**src/design/sim_bus_pkg.sv**
```systemverilog
`default_nettype none

package sim_bus_pkg;

    ////////////////////
    // bus widths

    localparam int addr_w   = 32;
    localparam int data_w   = 32;
    localparam int strb_w   = data_w / 8;
    localparam int lat_w    = 4;
    localparam int offset_w = 14;

    ////////////////////
    // address map and reset values

    // low address bits compared against these
    localparam logic [offset_w-1:0] uart_offset    = 14'd4096;
    localparam logic [offset_w-1:0] latency_offset = 14'd4100;

    localparam logic [lat_w-1:0]  default_latency = 4'd5;
    localparam logic [data_w-1:0] read_fill_data  = 32'hFFFF_FF21;

    // responder sequence, the read side skips st_data
    localparam logic [1:0] st_idle  = 2'd0;
    localparam logic [1:0] st_count = 2'd1;
    localparam logic [1:0] st_data  = 2'd2;
    localparam logic [1:0] st_resp  = 2'd3;

    ////////////////////
    // channel and event types

    typedef struct packed {
        logic [data_w-1:0] data;
        logic [strb_w-1:0] strb;
    } bus_write_t;

    // one write word, seen as a uart byte or as the latency register
    typedef union packed {
        struct packed {
            logic [data_w-9:0] unused;
            logic [7:0]        tx_byte;
        } uart_view;
        struct packed {
            logic [data_w-2*lat_w-1:0] unused;
            logic [lat_w-1:0]          write_lat;
            logic [lat_w-1:0]          read_lat;
        } latency_view;
    } write_data_u;

    typedef struct packed {
        logic                valid;
        logic [offset_w-1:0] offset;
        write_data_u         data;
    } write_event_t;

    typedef struct packed {
        logic [lat_w-1:0] read_lat;
        logic [lat_w-1:0] write_lat;
    } latency_cfg_t;

endpackage

`default_nettype wire

```
**src/design/latency_config.sv**
```systemverilog
`timescale 1ns/1ps
`default_nettype none

module latency_config (
    input  logic                      clk,
    input  logic                      rst,
    input  sim_bus_pkg::write_event_t write_evt,
    output sim_bus_pkg::latency_cfg_t latency
);
    import sim_bus_pkg::*;

    logic cfg_hit;

    // a completed write landing on the latency register
    assign cfg_hit = write_evt.valid && (write_evt.offset == latency_offset);

    ////////////////////
    // delay registers

    always_ff @(posedge clk) begin
        if (rst) begin
            latency.read_lat  <= default_latency;
            latency.write_lat <= default_latency;
        end else if (cfg_hit) begin
            // both channels reprogrammed from the same word
            latency.read_lat  <= write_evt.data.latency_view.read_lat;
            latency.write_lat <= write_evt.data.latency_view.write_lat;
        end
    end

endmodule

`default_nettype wire

```
**src/design/read_responder.sv**
```systemverilog
`timescale 1ns/1ps
`default_nettype none

module read_responder (
    input  logic                             clk,
    input  logic                             rst,
    input  sim_bus_pkg::latency_cfg_t        latency,
    input  logic                             ar_valid,
    input  logic [sim_bus_pkg::addr_w-1:0]   ar_addr,
    output logic                             ar_ready,
    output logic                             r_valid,
    output logic [sim_bus_pkg::data_w-1:0]   r_data,
    input  logic                             r_ready
);
    import sim_bus_pkg::*;

    logic [1:0]       state;
    logic [lat_w-1:0] count;
    logic             ar_fire;
    logic             r_fire;

    assign ar_fire = ar_valid && ar_ready;
    assign r_fire  = r_valid && r_ready;

    ////////////////////
    // idle, counting, responding

    // ar_addr is not decoded, every read returns the fill word
    always_ff @(posedge clk) begin
        if (rst) begin
            state <= st_idle;
            count <= '0;
        end else begin
            case (state)
                st_idle: begin
                    if (ar_fire) begin
                        state <= st_count;
                        count <= latency.read_lat;
                    end
                end
                st_count: begin
                    // zero count still costs one edge
                    if (count == '0) begin
                        state <= st_resp;
                    end else begin
                        count <= count - 1'b1;
                    end
                end
                st_resp: begin
                    if (r_fire) begin
                        state <= st_idle;
                    end
                end
                default: begin
                    state <= st_idle;
                end
            endcase
        end
    end

    ////////////////////
    // channel outputs

    // address is only taken again once the data beat is gone
    assign ar_ready = (state == st_idle);
    assign r_valid  = (state == st_resp);
    assign r_data   = read_fill_data;

endmodule

`default_nettype wire

```
**src/design/sim_bus_top.sv**
```systemverilog
`timescale 1ns/1ps
`default_nettype none

module sim_bus_top (
    input  logic                             clk,
    input  logic                             rst,

    // read channel
    input  logic                             ar_valid,
    input  logic [sim_bus_pkg::addr_w-1:0]   ar_addr,
    output logic                             ar_ready,
    output logic                             r_valid,
    output logic [sim_bus_pkg::data_w-1:0]   r_data,
    input  logic                             r_ready,

    // write channel
    input  logic                             aw_valid,
    input  logic [sim_bus_pkg::addr_w-1:0]   aw_addr,
    output logic                             aw_ready,
    input  logic                             w_valid,
    input  sim_bus_pkg::bus_write_t          w_beat,
    output logic                             w_ready,
    output logic                             b_valid,
    input  logic                             b_ready,

    // captured uart bytes
    output logic                             uart_valid,
    output logic [7:0]                       uart_byte
);
    import sim_bus_pkg::*;

    latency_cfg_t latency;
    write_event_t write_evt;

    latency_config latency_config_inst (
        .clk       (clk),
        .rst       (rst),
        .write_evt (write_evt),
        .latency   (latency)
    );

    read_responder read_responder_inst (
        .clk      (clk),
        .rst      (rst),
        .latency  (latency),
        .ar_valid (ar_valid),
        .ar_addr  (ar_addr),
        .ar_ready (ar_ready),
        .r_valid  (r_valid),
        .r_data   (r_data),
        .r_ready  (r_ready)
    );

    write_responder write_responder_inst (
        .clk       (clk),
        .rst       (rst),
        .latency   (latency),
        .aw_valid  (aw_valid),
        .aw_addr   (aw_addr),
        .aw_ready  (aw_ready),
        .w_valid   (w_valid),
        .w_beat    (w_beat),
        .w_ready   (w_ready),
        .b_valid   (b_valid),
        .b_ready   (b_ready),
        .write_evt (write_evt)
    );

    uart_capture uart_capture_inst (
        .clk        (clk),
        .rst        (rst),
        .write_evt  (write_evt),
        .uart_valid (uart_valid),
        .uart_byte  (uart_byte)
    );

endmodule

`default_nettype wire

```
**src/design/uart_capture.sv**
```systemverilog
`timescale 1ns/1ps
`default_nettype none

module uart_capture (
    input  logic                      clk,
    input  logic                      rst,
    input  sim_bus_pkg::write_event_t write_evt,
    output logic                      uart_valid,
    output logic [7:0]                uart_byte
);
    import sim_bus_pkg::*;

    logic uart_hit;

    assign uart_hit = write_evt.valid && (write_evt.offset == uart_offset);

    // one strobe per event, byte holds until the next uart write
    always_ff @(posedge clk) begin
        if (uart_hit) begin
            uart_byte <= write_evt.data.uart_view.tx_byte;
        end

        if (rst) begin
            uart_valid <= 1'b0;
        end else begin
            uart_valid <= uart_hit;
        end
    end

endmodule

`default_nettype wire

```
**src/design/write_responder.sv**
```systemverilog
`timescale 1ns/1ps
`default_nettype none

module write_responder (
    input  logic                             clk,
    input  logic                             rst,
    input  sim_bus_pkg::latency_cfg_t        latency,
    input  logic                             aw_valid,
    input  logic [sim_bus_pkg::addr_w-1:0]   aw_addr,
    output logic                             aw_ready,
    input  logic                             w_valid,
    input  sim_bus_pkg::bus_write_t          w_beat,
    output logic                             w_ready,
    output logic                             b_valid,
    input  logic                             b_ready,
    output sim_bus_pkg::write_event_t        write_evt
);
    import sim_bus_pkg::*;

    logic [1:0]          state;
    logic [lat_w-1:0]    count;
    logic [offset_w-1:0] offset_q;
    logic                aw_fire;
    logic                w_fire;
    logic                b_fire;

    assign aw_fire = aw_valid && aw_ready;
    assign w_fire  = w_valid && w_ready;
    assign b_fire  = b_valid && b_ready;

    ////////////////////
    // idle, counting, data ready, responding

    always_ff @(posedge clk) begin
        if (aw_fire) begin
            offset_q <= aw_addr[offset_w-1:0];
        end

        if (rst) begin
            state <= st_idle;
            count <= '0;
        end else begin
            case (state)
                st_idle: begin
                    if (aw_fire) begin
                        state <= st_count;
                        count <= latency.write_lat;
                    end
                end
                st_count: begin
                    if (count == '0) begin
                        state <= st_data;
                    end else begin
                        count <= count - 1'b1;
                    end
                end
                st_data: begin
                    if (w_fire) begin
                        state <= st_resp;
                    end
                end
                st_resp: begin
                    // aw_ready comes back on this edge
                    if (b_fire) begin
                        state <= st_idle;
                    end
                end
                default: begin
                    state <= st_idle;
                end
            endcase
        end
    end

    ////////////////////
    // write event

    // one-cycle event after each accepted w beat
    always_ff @(posedge clk) begin
        if (w_fire) begin
            write_evt.offset <= offset_q;
            write_evt.data   <= w_beat.data;
        end

        if (rst) begin
            write_evt.valid <= 1'b0;
        end else begin
            write_evt.valid <= w_fire;
        end
    end

    assign aw_ready = (state == st_idle);
    assign w_ready  = (state == st_data);
    assign b_valid  = (state == st_resp);

endmodule

`default_nettype wire

```
**config.mk**
```make
export PLATFORM = sky130hd
export DESIGN_NAME = sim_bus_top
export DESIGN_NICKNAME = d
export VERILOG_FILES = /design/src/design/sim_bus_pkg.sv /design/src/design/latency_config.sv /design/src/design/read_responder.sv /design/src/design/sim_bus_top.sv /design/src/design/uart_capture.sv /design/src/design/write_responder.sv
export SDC_FILE = /design/constraint.sdc
export NUM_CORES = 1
export LEC_CHECK = 0
export BUFFER_PORTS_ARGS = -buffer_cell sky130_fd_sc_hd__buf_2
export CAP_MARGIN = 20
export CORE_MARGIN = 1.5
export CORE_UTILIZATION = 44
export CTS_CLUSTER_DIAMETER = 100
export DETAILED_ROUTE_END_ITERATION = 10
export PLACE_DENSITY = 0.79
export SYNTH_ARGS = -nofsm -noshare
export SYNTH_HDL_FRONTEND = slang
export SYNTH_SLANG_ARGS = --single-unit
```
**constraint.sdc**
```tcl
create_clock -name clk -period 2.4 [get_ports clk]
set_input_delay 0.48 -clock clk [delete_from_list [all_inputs] [get_ports clk]]
set_output_delay 0.48 -clock clk [all_outputs]
set_load 0.05 [all_outputs]
```
==> impl_summary.md <==
Run
The number of maximum-capacitance constraint violations is 0.

Worst setup path
The critical path is of the reg2reg type. Among cell families on the critical path, the largest total delay comes from compound AO/OA/AOI/OAI gates. In this run the worst path has a maximum fanout of 12.

On the critical path, the stage with the largest delay is an instance of ha_1. Data on the critical path arrives at its endpoint at 2.28 ns. Together, buffers and inverters on the worst path number 1. The type of destination of the critical path is a register.

STA classifies the critical path startpoint as a register. The signal on the critical path passes through inv_1 -> ha_1 -> nor2_1 -> a311o_1 -> or3b_1 -> a31oi_1. The delay of the slowest cell on the worst path is 0.44 ns. For the worst setup path, the data required time is 2.66 ns.

Floorplan
The floorplan step set the die height to 82.7 um. After floorplanning, the core was sized to cover 6030 sq um. For this configuration, the core starts out at a cell density of between 40% and 50%. The number of core rows is 28. The floorplan step defined a die boundary enclosing ~6800 sq um. The floorplan step set the die width to 82.7 um. The number of I/O pins is 153.

Synthesis
Counting flops and latches in the post-synthesis netlist gives 66. The number of distinct library cells after synthesis is 37. The mean area per synthesized cell is 12.4 sq um. Of the synthesized area, sequential elements account for between 60% and 70%. Summing the areas of all fa, ha and maj instances in the mapped netlist gives 3.13% of the synthesized area. After Yosys synthesis, and, or, nand and nor cells account for around 14% of the synthesized area. The cell area after synthesis is roughly 2800 sq um. The main combinational cell family by area after synthesis is simple AND/OR/NAND/NOR gates.

The number of warnings printed during yosys synthesis is 0. The count of mapped cells out of synthesis is 225. The share of the synthesized area in compound gates (AO/OA/AOI/OAI) is 7.03%. In the synthesized netlist, mux cells make up under 10% of the area.

After Yosys synthesis, XOR and XNOR cells account for 0% of the synthesized area.

Status
The flow ran to the end, and the final reports show no timing, DRC or antenna violations.

Clock tree
The TritonCTS sink count is 66. Clock-pin slew was measured on the worst setup and hold paths at 0.07 ns. Hold repair after CTS inserted 0 buffers. Post-CTS repair changed the size of 0 cells. The maximum clock insertion buffer count is 2. The later-pin clock latency in the skew report is 0.33 ns.

The post-CTS setup repair buffer count is 0. The number of H-tree branching levels is 3. The TritonCTS clock tree is done.

The total clock buffers created by CTS is 9. The root buffer cell is clkbuf_8.

STA
After layout, the worst path uses around 84% of the clock period. The max-slew violation total from the final report is 0. The worst slew margin relative to its limit is 58.8%. The number of setup violations in the final report is 0. The number of hold-slack violations in the final timing report came to 0. The setup TNS is 0 ns.

The routed design could run at a clock period as short as 2.02 ns. Setup repair after global routing left no endpoint under its margin. The clock arrives with 0.00543 ns of skew. Timing would allow up to between 0.4 and 0.5 GHz. At the pin with the least slew margin, the transition time is roughly 0.62 ns.

Route
After the first detailed-routing iteration, the DRC count stood at 94. The routed length per placed instance is 11.4 um. Using the TritonRoute via totals, the vias-per-cell ratio works out to 4.55. The first detailed-routing pass ran for 4 iterations.

In this run the remaining antenna-violating nets after routing total 0. For this block, the routed nets add up to 4.00 mm of wire. The final routed DRC violation total is 0. The final route contains about 1,600 vias.

Min path
The type of the tightest min-delay check is in2reg.

Pwr
Summed over all cells, the static leakage comes to 1.25 nW. Overall power consumption after layout is estimated at 3.28 mW. The power per unit of standard cell area is roughly 1000 nW/um^2. The peak supply drop is 550 uV.

Placement
Port buffering added 42 buffers. The post-DP HPWL is 2.84 mm. Routability-driven placement finished with a final weighted congestion of 0.816.

GRT
Entering global routing, the biggest net connects 32 pins. The total congestion overflow is 0. The first global-routing pass estimated between 6 and 7 mm of wire. The global-route usage over all layers is a little over an eighth.

The initial antenna violation count is 0. The number of global-route vias before repair is 1,402.

Cells and area
The share of final-layout standard cells stronger than drive strength 1 is 23.5%. The number of fillers in the final layout is 544. The final antenna diode count is 0.

The synthesis-to-layout area growth is 13.9%. The net total in the final layout is just under 400. The utilization after layout is 52.8%.
==> logic make-up after synthesis <==
family,after synthesis
simple gates,68
fa+ha+maj,7
buf+inv,48
flops,66
mux,5
compound gates,29
other cells,2
==> worst paths after layout <==
check,start,endpoint,slack [ns],cells after the start
setup reg to reg,write_responder_inst.state[1],write_responder_inst.count[0],0.38,6
hold / removal,aw_addr[4],write_responder_inst.offset_q[4],0.32,1
hold reg to reg,write_responder_inst.offset_q[1],write_responder_inst.write_evt[33],0.42,0
setup / recovery,write_responder_inst.state[1],write_responder_inst.count[0],0.38,6
==> worst reg2reg max path, delay by kind of cell (launching register included) <==
family,cells,cell delay [ns]
AOI/OAI and AO/OA,2,0.59
and+or+nand+nor,2,0.48
adders and majority gates,1,0.44
DFF,1,0.34
buffers and inverters,1,0.11
==> cell type report <==
class / instances / area [sq um] / share of cell area [%]
clock buffer: 10 / 138 / 4.32
clock inverter: 6 / 80.1 / 2.51
inverter: 9 / 33.8 / 1.06
multi-input combinational: 141 / 845 / 26.5
sequential: 66 / 1760 / 55.3
tap: 75 / 93.8 / 2.95
timing repair buffer: 45 / 233 / 7.31
==> per-stage QoR <==
stage / hold WS [ns] / cell area (sq um) / setup slack [ns] / instances
floorplan: 0.400 / 2910 / 0.376 / 255
global placement: 0.402 / 2970 / 0.417 / 336
detailed placement: 0.405 / 2970 / 0.378 / 336
CTS: 0.301 / 3180 / 0.377 / 352
global route: 0.296 / 3180 / 0.189 / 352
finish: 0.319 / 3180 / 0.380 / 352
==> sequential cells by signal, summed over array words and instances (netlist names) <==
name / count
latency_config_inst.latency: 8
read_responder_inst.count: 4
read_responder_inst.state: 2
uart_capture_inst.uart_byte: 8
uart_capture_inst.uart_valid: 1
write_responder_inst.count: 4
write_responder_inst.offset_q: 14
write_responder_inst.state: 2
write_responder_inst.write_evt: 23
==> where the power goes <==
| group | leakage, nW | internal, mW | switching (mW) |
|---|---|---|---|
| registers | 0.584 | 1.41 | 0.0730 |
| logic | 0.552 | 0.280 | 0.528 |
| clock network | 0.116 | 0.605 | 0.382 |
==> cells in the mapped netlist <==
library cell  count  share of area (%)
clkbuf_1          6               0.81
inv_1             9                1.2
o21ai_1           2               0.36
buf_4            32                8.6
nor2_1           18                2.4
and2b_4           1               0.36
a21oi_1          13                2.3
a2111oi_4         1               0.98
a21o_1            1               0.27
a31oi_1           1               0.22
conb_1            2               0.27
nand2_1           4               0.54
o21ai_0           4               0.72
nor3b_1           3               0.81
edfxtp_1         44                 47
o32ai_1           1               0.31
and2_1            4               0.90
a311o_1           1               0.36
mux2i_1           4                1.4
or3b_4            1               0.40
nand3_1           1               0.18
o41ai_1           2               0.63
nor4_1            1               0.22
ha_1              7                3.1
buf_2             1               0.18
a211o_1           1               0.31
nor4bb_1          1               0.36
a211oi_1          2               0.54
nor3_1            8                1.4
or3b_1            1               0.31
dfxtp_1          22                 16
nand3b_1          5                1.3
nand4_1           2               0.45
mux2_2            1               0.40
nor4b_1           2               0.63
nor2b_1           8                1.8
nand2b_1          8                1.8
==> layer usage <==
| layer | vias to the layer above | track usage, % | part of all wire (%) |
|---|---|---|---|
| li1 | 821 | - | - |
| met1 | 723 | 16.1 | 46 |
| met2 | 51 | 19.6 | 46 |
| met3 | 8 | 5.27 | 6.5 |
| met4 | 0 | 7.00 | 2.1 |
| met5 | - | 0 | 0 |
==> cell usage in the layout, fill, tap and decap left out, drive strengths merged, types with 2 or more instances in the layout <==
cell | netlist | layout
clkbuf | 6 | 10
nand3b | 5 | 5
nor2 | 18 | 18
nor4b | 2 | 2
nand2b | 8 | 8
conb | 2 | 32
dfxtp | 22 | 22
nand2 | 4 | 4
ha | 7 | 7
o21ai | 6 | 6
o41ai | 2 | 2
inv | 9 | 9
mux2i | 4 | 4
clkinv | 0 | 4
nor2b | 8 | 8
buf | 33 | 45
nor3b | 3 | 3
and2 | 4 | 4
nor3 | 8 | 8
bufinv | 0 | 2
a211oi | 2 | 2
or3b | 2 | 2
a21oi | 13 | 13
edfxtp | 44 | 44
nand4 | 2 | 2
(Power assumes the default switching activity.)
